## src/hdl/rvfi_trace_params.svh

```systemverilog
// ########################################
// Build-time sizes of the RVFI trace unit
// Included by the package and the record buffer
// ########################################

`ifndef RVFI_TRACE_PARAMS_SVH
`define RVFI_TRACE_PARAMS_SVH

// Record buffer depth, must be a power of two
`define RVFI_TRACE_DEPTH 8

// Timestamp width in bits
`define RVFI_TRACE_CYCLE_W 32

// Width of the dropped-record counter
`define RVFI_TRACE_DROP_W 16

`endif
```

## src/hdl/rvfi_trace_pkg.sv

```systemverilog
// ########################################
// Shared types and opcode values of the RVFI trace unit
// Reached from other files by scoped names
// ########################################

`include "rvfi_trace_params.svh"

package rvfi_trace_pkg;

  typedef logic [31:0]                    word_t;
  typedef logic [4:0]                     reg_addr_t;
  typedef logic [`RVFI_TRACE_CYCLE_W-1:0] cycle_t;
  typedef logic [`RVFI_TRACE_DROP_W-1:0]  drop_cnt_t;

  // Immediate format of a retired instruction
  typedef enum logic [2:0] {
    IMM_NONE,
    IMM_I,
    IMM_S,
    IMM_SB,
    IMM_U,
    IMM_UJ
  } imm_fmt_e;

  // Drain handshake states
  typedef enum logic [1:0] {
    DRAIN_IDLE,
    DRAIN_REQ,
    DRAIN_WAIT_ACK_LOW
  } drain_state_e;

  // RV32I major opcodes
  localparam logic [6:0] OPC_LOAD   = 7'b0000011;
  localparam logic [6:0] OPC_OP_IMM = 7'b0010011;
  localparam logic [6:0] OPC_AUIPC  = 7'b0010111;
  localparam logic [6:0] OPC_STORE  = 7'b0100011;
  localparam logic [6:0] OPC_OP     = 7'b0110011;
  localparam logic [6:0] OPC_LUI    = 7'b0110111;
  localparam logic [6:0] OPC_BRANCH = 7'b1100011;
  localparam logic [6:0] OPC_JALR   = 7'b1100111;
  localparam logic [6:0] OPC_JAL    = 7'b1101111;

endpackage

```

## src/hdl/rvfi_trace_top.sv

```systemverilog
// ########################################
// RVFI retirement trace capture unit
// Registers retire events, decodes them and queues records
// for a req/ack collector
// ########################################

module rvfi_trace_top (
  input  logic                      clk_i,
  input  logic                      rst_ni,
  input  rvfi_trace_pkg::word_t     hart_id_i,
  input  logic                      rvfi_valid_i,
  input  rvfi_trace_pkg::word_t     rvfi_insn_i,
  input  rvfi_trace_pkg::word_t     rvfi_pc_rdata_i,
  input  rvfi_trace_pkg::reg_addr_t rvfi_rd_addr_i,
  input  rvfi_trace_pkg::word_t     rvfi_rd_wdata_i,
  input  logic                      trace_ack_i,
  output logic                      trace_req_o,
  output rvfi_trace_pkg::word_t     trace_hart_o,
  output rvfi_trace_pkg::word_t     trace_pc_o,
  output rvfi_trace_pkg::word_t     trace_insn_o,
  output rvfi_trace_pkg::word_t     trace_insn_exp_o,
  output rvfi_trace_pkg::cycle_t    trace_cycle_o,
  output logic                      trace_compressed_o,
  output logic                      trace_illegal_o,
  output rvfi_trace_pkg::imm_fmt_e  trace_imm_fmt_o,
  output rvfi_trace_pkg::word_t     trace_imm_o,
  output rvfi_trace_pkg::word_t     trace_rd_wdata_o,
  output rvfi_trace_pkg::reg_addr_t trace_rd_addr_o,
  output rvfi_trace_pkg::drop_cnt_t drop_count_o
);

  rvfi_trace_pkg::cycle_t    cycle_now;
  logic                      cap_valid_q;
  rvfi_trace_pkg::cycle_t    cap_cycle_q;
  rvfi_trace_pkg::word_t     cap_insn_q;
  rvfi_trace_pkg::word_t     cap_pc_q;
  rvfi_trace_pkg::reg_addr_t cap_rd_addr_q;
  rvfi_trace_pkg::word_t     cap_rd_wdata_q;
  rvfi_trace_pkg::word_t     insn_exp;
  logic                      is_compressed;
  logic                      is_illegal;
  rvfi_trace_pkg::imm_fmt_e  imm_fmt;
  rvfi_trace_pkg::word_t     imm;
  logic                      fifo_empty;
  logic                      fifo_pop;

  rvfi_cycle_counter u_cycle_counter (
    .clk_i   (clk_i),
    .rst_ni  (rst_ni),
    .count_o (cycle_now)
  );

  // Capture stage; only the valid bit needs a reset
  always_ff @(posedge clk_i or negedge rst_ni) begin
    if (!rst_ni) begin
      cap_valid_q <= 1'b0;
    end else begin
      cap_valid_q <= rvfi_valid_i;
    end
  end

  always_ff @(posedge clk_i) begin
    if (rvfi_valid_i) begin
      cap_cycle_q    <= cycle_now;
      cap_insn_q     <= rvfi_insn_i;
      cap_pc_q       <= rvfi_pc_rdata_i;
      cap_rd_addr_q  <= rvfi_rd_addr_i;
      cap_rd_wdata_q <= rvfi_rd_wdata_i;
    end
  end

  rvfi_compressed_decoder u_decoder (
    .instr_i         (cap_insn_q),
    .instr_o         (insn_exp),
    .is_compressed_o (is_compressed),
    .illegal_o       (is_illegal)
  );

  // Immediate comes from the expanded form
  rvfi_imm_extract u_imm_extract (
    .instr_i (insn_exp),
    .fmt_o   (imm_fmt),
    .imm_o   (imm)
  );

  rvfi_trace_fifo u_fifo (
    .clk_i        (clk_i),
    .rst_ni       (rst_ni),
    .push_i       (cap_valid_q),
    .pop_i        (fifo_pop),
    .cycle_i      (cap_cycle_q),
    .pc_i         (cap_pc_q),
    .insn_i       (cap_insn_q),
    .insn_exp_i   (insn_exp),
    .compressed_i (is_compressed),
    .illegal_i    (is_illegal),
    .imm_fmt_i    (imm_fmt),
    .imm_i        (imm),
    .rd_wdata_i   (cap_rd_wdata_q),
    .rd_addr_i    (cap_rd_addr_q),
    .cycle_o      (trace_cycle_o),
    .pc_o         (trace_pc_o),
    .insn_o       (trace_insn_o),
    .insn_exp_o   (trace_insn_exp_o),
    .compressed_o (trace_compressed_o),
    .illegal_o    (trace_illegal_o),
    .imm_fmt_o    (trace_imm_fmt_o),
    .imm_o        (trace_imm_o),
    .rd_wdata_o   (trace_rd_wdata_o),
    .rd_addr_o    (trace_rd_addr_o),
    .empty_o      (fifo_empty),
    .full_o       (),
    .drop_count_o (drop_count_o)
  );

  rvfi_drain_fsm u_drain_fsm (
    .clk_i       (clk_i),
    .rst_ni      (rst_ni),
    .empty_i     (fifo_empty),
    .trace_ack_i (trace_ack_i),
    .pop_o       (fifo_pop),
    .trace_req_o (trace_req_o)
  );

  // Hart id only tags the outgoing record
  assign trace_hart_o = hart_id_i;

endmodule

```

## src/hdl/rvfi_drain_fsm.sv

```systemverilog
// ########################################
// Four-phase req/ack drain of the record buffer
// Pops the head record on the first acknowledged edge
// ########################################

module rvfi_drain_fsm (
  input  logic clk_i,
  input  logic rst_ni,
  input  logic empty_i,
  input  logic trace_ack_i,
  output logic pop_o,
  output logic trace_req_o
);

  rvfi_trace_pkg::drain_state_e state_q;
  rvfi_trace_pkg::drain_state_e state_d;
  logic                         req;

  always_comb begin
    state_d = state_q;

    case (state_q)
      rvfi_trace_pkg::DRAIN_IDLE: begin
        if (!empty_i) begin
          state_d = rvfi_trace_pkg::DRAIN_REQ;
        end
      end

      rvfi_trace_pkg::DRAIN_REQ: begin
        if (trace_ack_i) begin
          state_d = rvfi_trace_pkg::DRAIN_WAIT_ACK_LOW;
        end
      end

      // Collector must release ack before the next request
      rvfi_trace_pkg::DRAIN_WAIT_ACK_LOW: begin
        if (!trace_ack_i) begin
          state_d = rvfi_trace_pkg::DRAIN_IDLE;
        end
      end

      default: begin
        state_d = rvfi_trace_pkg::DRAIN_IDLE;
      end
    endcase
  end

  always_ff @(posedge clk_i or negedge rst_ni) begin
    if (!rst_ni) begin
      state_q <= rvfi_trace_pkg::DRAIN_IDLE;
    end else begin
      state_q <= state_d;
    end
  end

  assign req         = (state_q == rvfi_trace_pkg::DRAIN_REQ);
  assign trace_req_o = req;
  // Single-cycle pop, the state leaves REQ on the same edge
  assign pop_o       = req && trace_ack_i;

endmodule

```

## src/hdl/rvfi_trace_fifo.sv

```systemverilog
// ########################################
// Circular buffer of trace records
// Full pushes are dropped and counted, saturating
// ########################################

`include "rvfi_trace_params.svh"

module rvfi_trace_fifo (
  input  logic                      clk_i,
  input  logic                      rst_ni,
  input  logic                      push_i,
  input  logic                      pop_i,
  input  rvfi_trace_pkg::cycle_t    cycle_i,
  input  rvfi_trace_pkg::word_t     pc_i,
  input  rvfi_trace_pkg::word_t     insn_i,
  input  rvfi_trace_pkg::word_t     insn_exp_i,
  input  logic                      compressed_i,
  input  logic                      illegal_i,
  input  rvfi_trace_pkg::imm_fmt_e  imm_fmt_i,
  input  rvfi_trace_pkg::word_t     imm_i,
  input  rvfi_trace_pkg::word_t     rd_wdata_i,
  input  rvfi_trace_pkg::reg_addr_t rd_addr_i,
  output rvfi_trace_pkg::cycle_t    cycle_o,
  output rvfi_trace_pkg::word_t     pc_o,
  output rvfi_trace_pkg::word_t     insn_o,
  output rvfi_trace_pkg::word_t     insn_exp_o,
  output logic                      compressed_o,
  output logic                      illegal_o,
  output rvfi_trace_pkg::imm_fmt_e  imm_fmt_o,
  output rvfi_trace_pkg::word_t     imm_o,
  output rvfi_trace_pkg::word_t     rd_wdata_o,
  output rvfi_trace_pkg::reg_addr_t rd_addr_o,
  output logic                      empty_o,
  output logic                      full_o,
  output rvfi_trace_pkg::drop_cnt_t drop_count_o
);

  localparam int unsigned DEPTH  = `RVFI_TRACE_DEPTH;
  localparam int unsigned ADDR_W = $clog2(DEPTH);
  localparam int unsigned REC_W  = $bits(rvfi_trace_pkg::cycle_t) + 5 * 32 + 2 + 3 + 5;

  logic [REC_W-1:0]          mem_q [DEPTH];
  logic [REC_W-1:0]          wr_rec;
  logic [REC_W-1:0]          rd_rec;
  logic [2:0]                rd_fmt;
  logic [ADDR_W:0]           wr_ptr_q;
  logic [ADDR_W:0]           rd_ptr_q;
  logic                      do_push;
  logic                      do_pop;
  rvfi_trace_pkg::drop_cnt_t drop_cnt_q;

  // Pointers carry one extra wrap bit to tell full from empty
  assign empty_o = (wr_ptr_q == rd_ptr_q);
  assign full_o  = (wr_ptr_q[ADDR_W] != rd_ptr_q[ADDR_W]) &&
                   (wr_ptr_q[ADDR_W-1:0] == rd_ptr_q[ADDR_W-1:0]);
  assign do_push = push_i && !full_o;
  assign do_pop  = pop_i && !empty_o;

  assign wr_rec = {cycle_i, pc_i, insn_i, insn_exp_i, compressed_i, illegal_i,
                   imm_fmt_i, imm_i, rd_wdata_i, rd_addr_i};
  assign rd_rec = mem_q[rd_ptr_q[ADDR_W-1:0]];
  assign {cycle_o, pc_o, insn_o, insn_exp_o, compressed_o, illegal_o,
          rd_fmt, imm_o, rd_wdata_o, rd_addr_o} = rd_rec;
  assign imm_fmt_o = rvfi_trace_pkg::imm_fmt_e'(rd_fmt);

  always_ff @(posedge clk_i) begin
    if (do_push) begin
      mem_q[wr_ptr_q[ADDR_W-1:0]] <= wr_rec;
    end
  end

  always_ff @(posedge clk_i or negedge rst_ni) begin
    if (!rst_ni) begin
      wr_ptr_q   <= '0;
      rd_ptr_q   <= '0;
      drop_cnt_q <= '0;
    end else begin
      if (do_push) begin
        wr_ptr_q <= wr_ptr_q + 1'b1;
      end
      if (do_pop) begin
        rd_ptr_q <= rd_ptr_q + 1'b1;
      end
      // Count lost records, hold at the top value
      if (push_i && full_o && (drop_cnt_q != '1)) begin
        drop_cnt_q <= drop_cnt_q + 1'b1;
      end
    end
  end

  assign drop_count_o = drop_cnt_q;

endmodule

```

## src/hdl/rvfi_imm_extract.sv

```systemverilog
// ########################################
// Finds the immediate format of an expanded instruction
// and builds its sign-extended value
// ########################################

module rvfi_imm_extract (
  input  rvfi_trace_pkg::word_t    instr_i,
  output rvfi_trace_pkg::imm_fmt_e fmt_o,
  output rvfi_trace_pkg::word_t    imm_o
);

  always_comb begin
    fmt_o = rvfi_trace_pkg::IMM_NONE;
    imm_o = '0;

    case (instr_i[6:0])
      rvfi_trace_pkg::OPC_LOAD,
      rvfi_trace_pkg::OPC_OP_IMM,
      rvfi_trace_pkg::OPC_JALR: begin
        fmt_o = rvfi_trace_pkg::IMM_I;
        imm_o = {{20{instr_i[31]}}, instr_i[31:20]};
      end

      rvfi_trace_pkg::OPC_STORE: begin
        fmt_o = rvfi_trace_pkg::IMM_S;
        imm_o = {{20{instr_i[31]}}, instr_i[31:25], instr_i[11:7]};
      end

      // Branch offsets are in halfwords, bit 0 is always zero
      rvfi_trace_pkg::OPC_BRANCH: begin
        fmt_o = rvfi_trace_pkg::IMM_SB;
        imm_o = {{20{instr_i[31]}}, instr_i[7], instr_i[30:25], instr_i[11:8], 1'b0};
      end

      rvfi_trace_pkg::OPC_LUI,
      rvfi_trace_pkg::OPC_AUIPC: begin
        fmt_o = rvfi_trace_pkg::IMM_U;
        imm_o = {instr_i[31:12], 12'b0};
      end

      rvfi_trace_pkg::OPC_JAL: begin
        fmt_o = rvfi_trace_pkg::IMM_UJ;
        imm_o = {{12{instr_i[31]}}, instr_i[19:12], instr_i[20], instr_i[30:21], 1'b0};
      end

      default: begin
        fmt_o = rvfi_trace_pkg::IMM_NONE;
        imm_o = '0;
      end
    endcase
  end

endmodule

```

## src/hdl/rvfi_compressed_decoder.sv

```systemverilog
// ########################################
// Expands a subset of RV32C into 32-bit instructions
// Combinational; unsupported compressed words give zero and illegal
// ########################################

module rvfi_compressed_decoder (
  input  rvfi_trace_pkg::word_t instr_i,
  output rvfi_trace_pkg::word_t instr_o,
  output logic                  is_compressed_o,
  output logic                  illegal_o
);

  logic [15:0] c;

  assign c = instr_i[15:0];

  always_comb begin
    instr_o         = instr_i;
    is_compressed_o = 1'b0;
    illegal_o       = 1'b0;

    // Low bits 11 mark a full-width instruction
    if (c[1:0] != 2'b11) begin
      is_compressed_o = 1'b1;
      instr_o         = '0;

      // Quadrant and funct3 select the instruction
      case ({c[1:0], c[15:13]})
        // C.LW
        5'b00_010: begin
          instr_o = {5'b0, c[5], c[12:10], c[6], 2'b00, 2'b01, c[9:7], 3'b010,
                     2'b01, c[4:2], rvfi_trace_pkg::OPC_LOAD};
        end

        // C.SW
        5'b00_110: begin
          instr_o = {5'b0, c[5], c[12], 2'b01, c[4:2], 2'b01, c[9:7], 3'b010,
                     c[11:10], c[6], 2'b00, rvfi_trace_pkg::OPC_STORE};
        end

        // C.ADDI
        5'b01_000: begin
          instr_o = {{6{c[12]}}, c[12], c[6:2], c[11:7], 3'b000, c[11:7],
                     rvfi_trace_pkg::OPC_OP_IMM};
        end

        // C.JAL and C.J, bit 15 tells them apart
        5'b01_001, 5'b01_101: begin
          instr_o = {c[12], c[8], c[10:9], c[6], c[7], c[2], c[11], c[5:3],
                     {9{c[12]}}, 4'b0, ~c[15], rvfi_trace_pkg::OPC_JAL};
        end

        // C.LI
        5'b01_010: begin
          instr_o = {{6{c[12]}}, c[12], c[6:2], 5'b0, 3'b000, c[11:7],
                     rvfi_trace_pkg::OPC_OP_IMM};
        end

        // C.LUI, rd of x2 is C.ADDI16SP which is not supported
        5'b01_011: begin
          if (c[11:7] == 5'd2) begin
            illegal_o = 1'b1;
          end else begin
            instr_o = {{15{c[12]}}, c[6:2], c[11:7], rvfi_trace_pkg::OPC_LUI};
          end
        end

        // C.BEQZ and C.BNEZ, bit 13 becomes funct3[0]
        5'b01_110, 5'b01_111: begin
          instr_o = {{4{c[12]}}, c[6:5], c[2], 5'b0, 2'b01, c[9:7], 2'b00, c[13],
                     c[11:10], c[4:3], c[12], rvfi_trace_pkg::OPC_BRANCH};
        end

        // C.MV and C.ADD; rs2 of x0 is a jump or ebreak
        5'b10_100: begin
          if (c[6:2] == 5'd0) begin
            illegal_o = 1'b1;
          end else if (c[12]) begin
            instr_o = {7'b0, c[6:2], c[11:7], 3'b000, c[11:7], rvfi_trace_pkg::OPC_OP};
          end else begin
            instr_o = {7'b0, c[6:2], 5'b0, 3'b000, c[11:7], rvfi_trace_pkg::OPC_OP};
          end
        end

        default: begin
          illegal_o = 1'b1;
        end
      endcase
    end
  end

endmodule

```

## src/hdl/rvfi_cycle_counter.sv

```systemverilog
// ########################################
// Free-running timestamp counter
// Wraps at the width of cycle_t
// ########################################

module rvfi_cycle_counter (
  input  logic                   clk_i,
  input  logic                   rst_ni,
  output rvfi_trace_pkg::cycle_t count_o
);

  rvfi_trace_pkg::cycle_t count_q;

  // Zero on the first edge out of reset
  always_ff @(posedge clk_i or negedge rst_ni) begin
    if (!rst_ni) begin
      count_q <= '0;
    end else begin
      count_q <= count_q + 1'b1;
    end
  end

  assign count_o = count_q;

endmodule

```

## config.mk

```make
export PLATFORM = sky130hd
export DESIGN_NAME = rvfi_trace_top
export DESIGN_NICKNAME = d
export VERILOG_FILES = /design/src/hdl/rvfi_trace_pkg.sv /design/src/hdl/rvfi_trace_top.sv /design/src/hdl/rvfi_drain_fsm.sv /design/src/hdl/rvfi_trace_fifo.sv /design/src/hdl/rvfi_imm_extract.sv /design/src/hdl/rvfi_compressed_decoder.sv /design/src/hdl/rvfi_cycle_counter.sv
export VERILOG_INCLUDE_DIRS = /design/src /design/src/hdl
export SDC_FILE = /design/constraint.sdc
export NUM_CORES = 2
export LEC_CHECK = 0
export BUFFER_PORTS_ARGS = -buffer_cell sky130_fd_sc_hd__buf_2
export CAP_MARGIN = 5
export CORE_ASPECT_RATIO = 1.1
export CORE_MARGIN = 3
export CORE_UTILIZATION = 40
export DETAILED_ROUTE_END_ITERATION = 6
export PLACE_DENSITY = 0.61
export SETUP_SLACK_MARGIN = 0.15
export SLEW_MARGIN = 30
export SYNTH_ARGS = -nofsm -noshare
export SYNTH_HDL_FRONTEND = slang
export SYNTH_SLANG_ARGS = --single-unit
```

## constraint.sdc

```tcl
create_clock -name clk_i -period 25.5 [get_ports clk_i]
set_clock_uncertainty 0.05 [all_clocks]
set_input_delay 1.275 -clock clk_i [delete_from_list [all_inputs] [get_ports clk_i]]
set_output_delay 1.275 -clock clk_i [all_outputs]
set_load 0.05 [all_outputs]
```

Yosys cells after proc, flatten, opt, wreduce, memory -nomap -nowiden:

Memory sizes are Yosys's and may differ from the RTL's.
Index checks and enable logic that the tools add are counted.

* add/sub/neg operators: 4
* equal/unequal tests: 29
* mux-type cells: 18
* bitwise gates (word level): 1
* reductions and logical operators: 16

Operators with widths (count)
* $pmux W32 S8: 1
* $pmux W32 S5: 1
* $mux W32: 2
* $eq A5 B4 Y1 const B: 7
* $add A32 B1 Y32 const B: 1
* $mux W25: 1
* $eq A7 B7 Y1 const B: 3
* $mux W20: 1
* $add A16 B1 Y16 const B: 1
* $ne A16 B16 Y1 const B: 1
* $pmux W3 S5: 1
* $eq A7 B5 Y1 const B: 2
* $eq A7 B6 Y1 const B: 2
* $eq A5 B2 Y1 const B: 2
* $add A4 B1 Y4 const B: 2
* $ne A2 B2 Y1 const B: 4
* $reduce_or A8 Y1: 1
* $eq A7 B2 Y1 const B: 1
* $logic_and A1 B1 Y1: 6
* $mux W1: 6
* $mux W2: 3
* $pmux W2 S3: 1
* $reduce_or A2 Y1: 3
* $eq A5 B3 Y1 const B: 1
* 13 further kinds: 14

* register bits after elaboration: 192
* bits in writable memories: 1616
* output and inout bits: 251
* word-level logic and storage cells: 80
* memories: 1

Memory list
* u_fifo.mem_q: depth 8, bits a word 202, rd ports 1, clocked after memory_dff 0, wr ports 1, RTL line rvfi_trace_fifo.sv:42 `logic [REC_W-1:0] mem_q [DEPTH];`

Longest topological paths before layout:

* depth in word-level cells: 7
* mapped depth: 10
* depth with buffers taken out: 9

Modules after synthesis:

A second synthesis with hierarchy kept.

* cell total of the unflattened synthesis: 2991
* area, all modules: 69325.2 sq um

By module, submodules not included
* rvfi_trace_fifo: times used 1, cells each 2454, area each 61888.1 sq um, sequential area each 49127.1 sq um
* rvfi_trace_top: times used 1, cells each 166, area each 4259.1 sq um, sequential area each 4018.9 sq um
* rvfi_cycle_counter: times used 1, cells each 127, area each 1478.9 sq um, sequential area each 800.8 sq um
* rvfi_compressed_decoder: times used 1, cells each 157, area each 1086.0 sq um, sequential area each 0.0 sq um
* rvfi_imm_extract: times used 1, cells each 79, area each 515.5 sq um, sequential area each 0.0 sq um
* rvfi_drain_fsm: times used 1, cells each 8, area each 97.6 sq um, sequential area each 50.0 sq um

Least setup slack after synthesis:

Ideal clock, no wire load.

* path type: flip-flop to flip-flop
* start point: register u_fifo.wr_ptr_q[0]
* end point: memory u_fifo.mem_q[0][0] in the netlist's numbering (enable)
* setup time: 1011 ps
* data arrival time: 14733 ps
* setup slack: 9706 ps
* cell stages (with the launch flop): 6
* buffers on the path: 1
* period minus slack after synthesis: 15794 ps
* cell sequence: dfrtp_1 > clkbuf_1 > xor2_1 > o41a_1 > nand2b_1 > nor3_1

* longest elaborated chain between the ends: 6

RTL lines
* start, declared: RTL line rvfi_trace_fifo.sv:46 `logic [ADDR_W:0] wr_ptr_q;`
* start signal, assigned: RTL line rvfi_trace_fifo.sv:79 `wr_ptr_q <= wr_ptr_q + 1'b1;`
* $eq A3 B3 Y1: RTL line rvfi_trace_fifo.sv:55 `(wr_ptr_q[ADDR_W-1:0] == rd_ptr_q[ADDR_W-1:0]);`
* $logic_and A1 B1 Y1: RTL line rvfi_trace_fifo.sv:54 `assign full_o = (wr_ptr_q[ADDR_W] != rd_ptr_q[ADDR_W]) &&`
* $logic_not A1 Y1: RTL line rvfi_trace_fifo.sv:56 `assign do_push = push_i && !full_o;`
* $logic_and A1 B1 Y1: RTL line rvfi_trace_fifo.sv:56
* $mux W1: RTL line rvfi_trace_fifo.sv:67 `if (do_push) begin`
* $mux W1 (implied by the code): RTL line rvfi_trace_fifo.sv:68 `mem_q[wr_ptr_q[ADDR_W-1:0]] <= wr_rec;`
* end, declared: RTL line rvfi_trace_fifo.sv:42

Several ways; a longest one is shown, not always the timed one.

Worst setup path in the final report:

* start point: register u_fifo.rd_ptr_q[1]
* end point: output port trace_insn_exp_o[29]

* longest elaborated chain between the ends: 1

RTL lines
* start, declared: RTL line rvfi_trace_fifo.sv:47 `logic [ADDR_W:0] rd_ptr_q;`
* start signal, assigned: RTL line rvfi_trace_fifo.sv:82 `rd_ptr_q <= rd_ptr_q + 1'b1;`
* $mem_v2 Z8 W202
* end, declared: RTL line rvfi_trace_top.sv:21 `output rvfi_trace_pkg::word_t trace_insn_exp_o,`

Every way passes these cells.

==> run summary <==
Total routing resource utilization after global routing: 17.5%. The run finished with clean final reports. The overall via count from detail_route is 31400. The average instance in the mapped netlist occupies 22.9 um^2. The detailed router finished its first iteration with 2395 violations. After clock tree synthesis, the clock-pin slew on the worst setup and hold paths is 0.06 ns.

By startpoint and endpoint, the worst setup path is classified as reg2out. The die covers 0.177 mm^2. In this run the cell area of the synthesized design comes to 0.0687 mm^2.

Counting tap cells, the placed design contains a total of 5478 instances. The critical path required time was 24.18 ns. The tools report the source of the worst register-to-register timing path as u_fifo.rd_ptr_q[0].

The number of clock sinks seen by CTS was 1808. The endpoint identified for the worst register-to-register timing path is u_fifo.mem_q[4][61]. Leaving out filler cells and counting taps, the final layout contains 5822.

Global routing used 23.5% of the available met1 tracks. The tools report the antenna violation net count after detailed routing as 0. The maximum clock frequency is 157 MHz.

The area growth from synthesis to final layout was 15.5%. In this run the register-to-register setup slack is 20.45 ns. Yosys printed 0 warnings. For the later-pin clock latency in the skew report, the log shows 0.84 ns. Tracing the worst setup path back leads to its startpoint at u_fifo.rd_ptr_q[1]. Measured in cells, the most critical reg-to-reg path has a length of 7. The run gives 40.5% as the initial standard-cell utilization of the core. Wire length reported by the detailed router: 153000 um. The share of synthesized registers carrying an async set or reset was 3.26%.

The share of cells above drive strength 1 is 37.0%, and the register area share after synthesis is 78.6%. The first-pass iteration count of the detailed router is 5, and the die height is 441 um. The final sum of negative setup slack is 0 ns. The setup violation total in the final timing report is 0. TritonCTS built the clock tree. Buffers placed on the I/O ports in this run total 323. Synthesis produced a netlist with a net count of 3144.

Post-route fraction of the period consumed by the critical path: 25.0%. For this run, global-route usage on met3 was measured as 3.47%. For the post-detailed-route DRC marker count, the log shows 0. Post-CTS repair changed the size of 0 cells.

Counting along the longest clock path gives a buffer depth of 3. The power per standard cell area works out to 126 mW/mm^2. The highest ir drop seen on vdd was 87.1 uV.

The flop and latch count out of synthesis works out to 1808. Along the worst path, the maximum fanout reaches 57. Pin placement for this block handled 388 I/O pins. The residual overflow from global routing was 0; the final weighted congestion in routability-driven placement was 0.769. In this run the core area contains 158 standard-cell rows. Clock tree synthesis inserted a total of 180 buffers.

The clock period minus worst slack was 6.37 ns; the number of global-route vias before repair was 33200. The number of hold buffers added after CTS was 0. Summed over all nets, the half-perimeter wirelength after detailed placement is 85700 um.

The synthesized design contains 1749 enable-type register cells. The final hold violation count came out at 0. Following the worst setup path forward leads to its endpoint at trace_insn_exp_o[29].

Number of antenna violations at the first check in global routing: 12. Dividing the detail-routed wire length by the instance count gives 26.3 um. The category of the worst setup path launch point was a flip-flop. The number of distinct standard cells referenced by the synthesized netlist is 68. The layer flagged by global routing as most heavily used is met2. Setup repair after global routing left no endpoint under its margin. The logs give 0 for the final-report max-slew violation count and 3003 for the number of instances in the synthesized netlist.

Among all flip-flop cells after synthesis, the most frequent one is sky130_fd_sc_hd__edfxtp_1. Entering global routing, the biggest net connects 112 pins. Type of element capturing the critical path: a primary output. The reported max-cap violation count is 0. The worst min-delay path category is reg2reg. For this design the static power due to leakage is 26.3 nW. The average via count per standard cell works out to 5.40.

The first global-routing pass estimated 228000 um of wire. The global routing met2 resource utilization is 29.0%. The tree is rooted in a sky130_fd_sc_hd__clkbuf_16. The final-stage net count was 3565; the worst-case hold slack was 0.408 ns. The width of the die is 401 um, and the area inside the core boundary is 0.170 mm^2.

Measured against its own limit, the worst slew margin works out to 35.1%. Summing internal, switching and leakage power gives 0.0100 W. In this run the number of H-tree levels came out at 4.

Once the clock tree was built, the setup fixing pass inserted 0 buffers. The tools report the critical path arrival as 5.04 ns. Actual transition at the worst max-transition pin: 0.974 ns.
-- power by group --
group	total [W]	leakage [nW]	switching, W	internal [W]
Combinational	0.00339	6.31	0.00224	0.00115
Sequential	0.00390	17.0	0.000154	0.00375
Clock	0.00272	3.01	0.00114	0.00158
Total	0.0100	26.3	0.00354	0.00648
-- state kept, by name, indices dropped and copies added, names as in the netlist --
register / cells
u_fifo.mem_q: 1616
cap_cycle_q: 32
cap_insn_q: 32
cap_pc_q: 32
cap_rd_wdata_q: 32
u_cycle_counter.count_o: 32
u_fifo.drop_count_o: 16
cap_rd_addr_q: 5
u_fifo.rd_ptr_q: 4
u_fifo.wr_ptr_q: 4
u_drain_fsm.state_q: 2
cap_valid_q: 1
-- cells in the final DEF (no fill, tap or decap), drive strengths merged, types with 6 or more instances in the layout --
cell,n
o211ai,6
nor2b,7
o21ai,36
and3,16
mux2,205
xnor2,37
inv,50
mux4,404
nor3,11
a21oi,25
edfxtp,1749
a22o,6
bufinv,24
clkinv,77
xor2,18
nand4,10
nand3,23
dfrtp,59
nand2,65
nor2,43
diode,8
buf,403
nand2b,9
clkbuf,216
-- cell families (layout without fill, tap and decap cells) --
family,Yosys count,count (layout),share of synthesized area (%)
AO/OA/AOI/OAI,115,115,1.16
XOR/XNOR,55,55,0.701
adder cells (fa/ha/maj),4,4,0.0728
buffers and inverters,203,774,1.36
flip-flops,1808,1808,78.6
multiplexers,610,610,16.6
other,0,8,0
AND/OR/NAND/NOR,208,208,1.51
-- stage by stage --
stage	setup slack [ns]	util, %	instance area [um^2]
after detailed placement	19.68	43.1	73100
after global routing	18.80	46.8	79300
final	19.13	46.8	79400
after global placement	19.70	43.1	73000
after CTS	18.73	46.7	79200
after floorplan	9.71	-	68700
-- synth_stat cells (5+ instances only) --
cell	number	area [um^2]
sky130_fd_sc_hd__mux2_2	205	2310
sky130_fd_sc_hd__xnor2_1	37	324
sky130_fd_sc_hd__and2_1	5	31.3
sky130_fd_sc_hd__clkbuf_1	76	285
sky130_fd_sc_hd__inv_1	38	143
sky130_fd_sc_hd__buf_1	19	71.3
sky130_fd_sc_hd__nand3_1	22	110
sky130_fd_sc_hd__nand4_1	10	62.6
sky130_fd_sc_hd__nor2b_1	7	43.8
sky130_fd_sc_hd__a21oi_1	24	120
sky130_fd_sc_hd__nand2_1	65	244
sky130_fd_sc_hd__o21ai_2	10	87.6
sky130_fd_sc_hd__dfrtp_1	59	1480
sky130_fd_sc_hd__buf_2	36	180
sky130_fd_sc_hd__mux4_2	404	9100
sky130_fd_sc_hd__nand2b_1	9	56.3
sky130_fd_sc_hd__nor3_1	10	50.1
sky130_fd_sc_hd__edfxtp_1	1749	52500
sky130_fd_sc_hd__nor2_1	43	161
sky130_fd_sc_hd__a22o_1	6	52.6
sky130_fd_sc_hd__o21ai_0	24	120
sky130_fd_sc_hd__buf_4	32	240
sky130_fd_sc_hd__o211ai_1	6	45.0
sky130_fd_sc_hd__xor2_1	18	158
sky130_fd_sc_hd__and3_1	16	100
-- layer usage --
| metal | wire length, um | share of wire, % |
|---|---|---|
| met5 | 38 | 0.025 |
| met4 | 3360 | 2.2 |
| met3 | 8420 | 5.5 |
| met2 | 75900 | 49 |
| met1 | 65600 | 43 |
-- how the worst min path moves through the flow --
stage | endpoint | from | cells after the start | slack, ns
CTS | u_drain_fsm.state_q[0] | u_drain_fsm.state_q[1] | 1 | 0.41
floorplan | u_drain_fsm.state_q[0] | u_drain_fsm.state_q[1] | 1 | 0.37
global placement | u_drain_fsm.state_q[0] | u_drain_fsm.state_q[1] | 1 | 0.38
global route | u_drain_fsm.state_q[0] | u_drain_fsm.state_q[1] | 1 | 0.43
detailed placement | u_drain_fsm.state_q[0] | u_drain_fsm.state_q[1] | 1 | 0.39
finish | u_drain_fsm.state_q[0] | u_drain_fsm.state_q[1] | 1 | 0.41
-- cell type report --
type / count / area, um^2
clock buffer: 215 / 4730
inverter: 38 / 143
tap: 2240 / 2800
sequential: 1808 / 54000
fill: 13900 / 90300
antenna: 8 / 20.0
clock inverter: 117 / 1440
multi-input combinational: 992 / 13900
timing repair buffer: 404 / 2370
-- critical path, stage by stage, from the launching register on --
cell	delay, ns
sky130_fd_sc_hd__dfrtp_4	0.73
sky130_fd_sc_hd__buf_4	0.75
sky130_fd_sc_hd__buf_4	0.79
sky130_fd_sc_hd__buf_4	0.62
sky130_fd_sc_hd__buf_12	0.28
sky130_fd_sc_hd__mux4_2	0.33
sky130_fd_sc_hd__mux2_2	0.29
sky130_fd_sc_hd__buf_2	0.22
(Power assumes the default switching activity.)
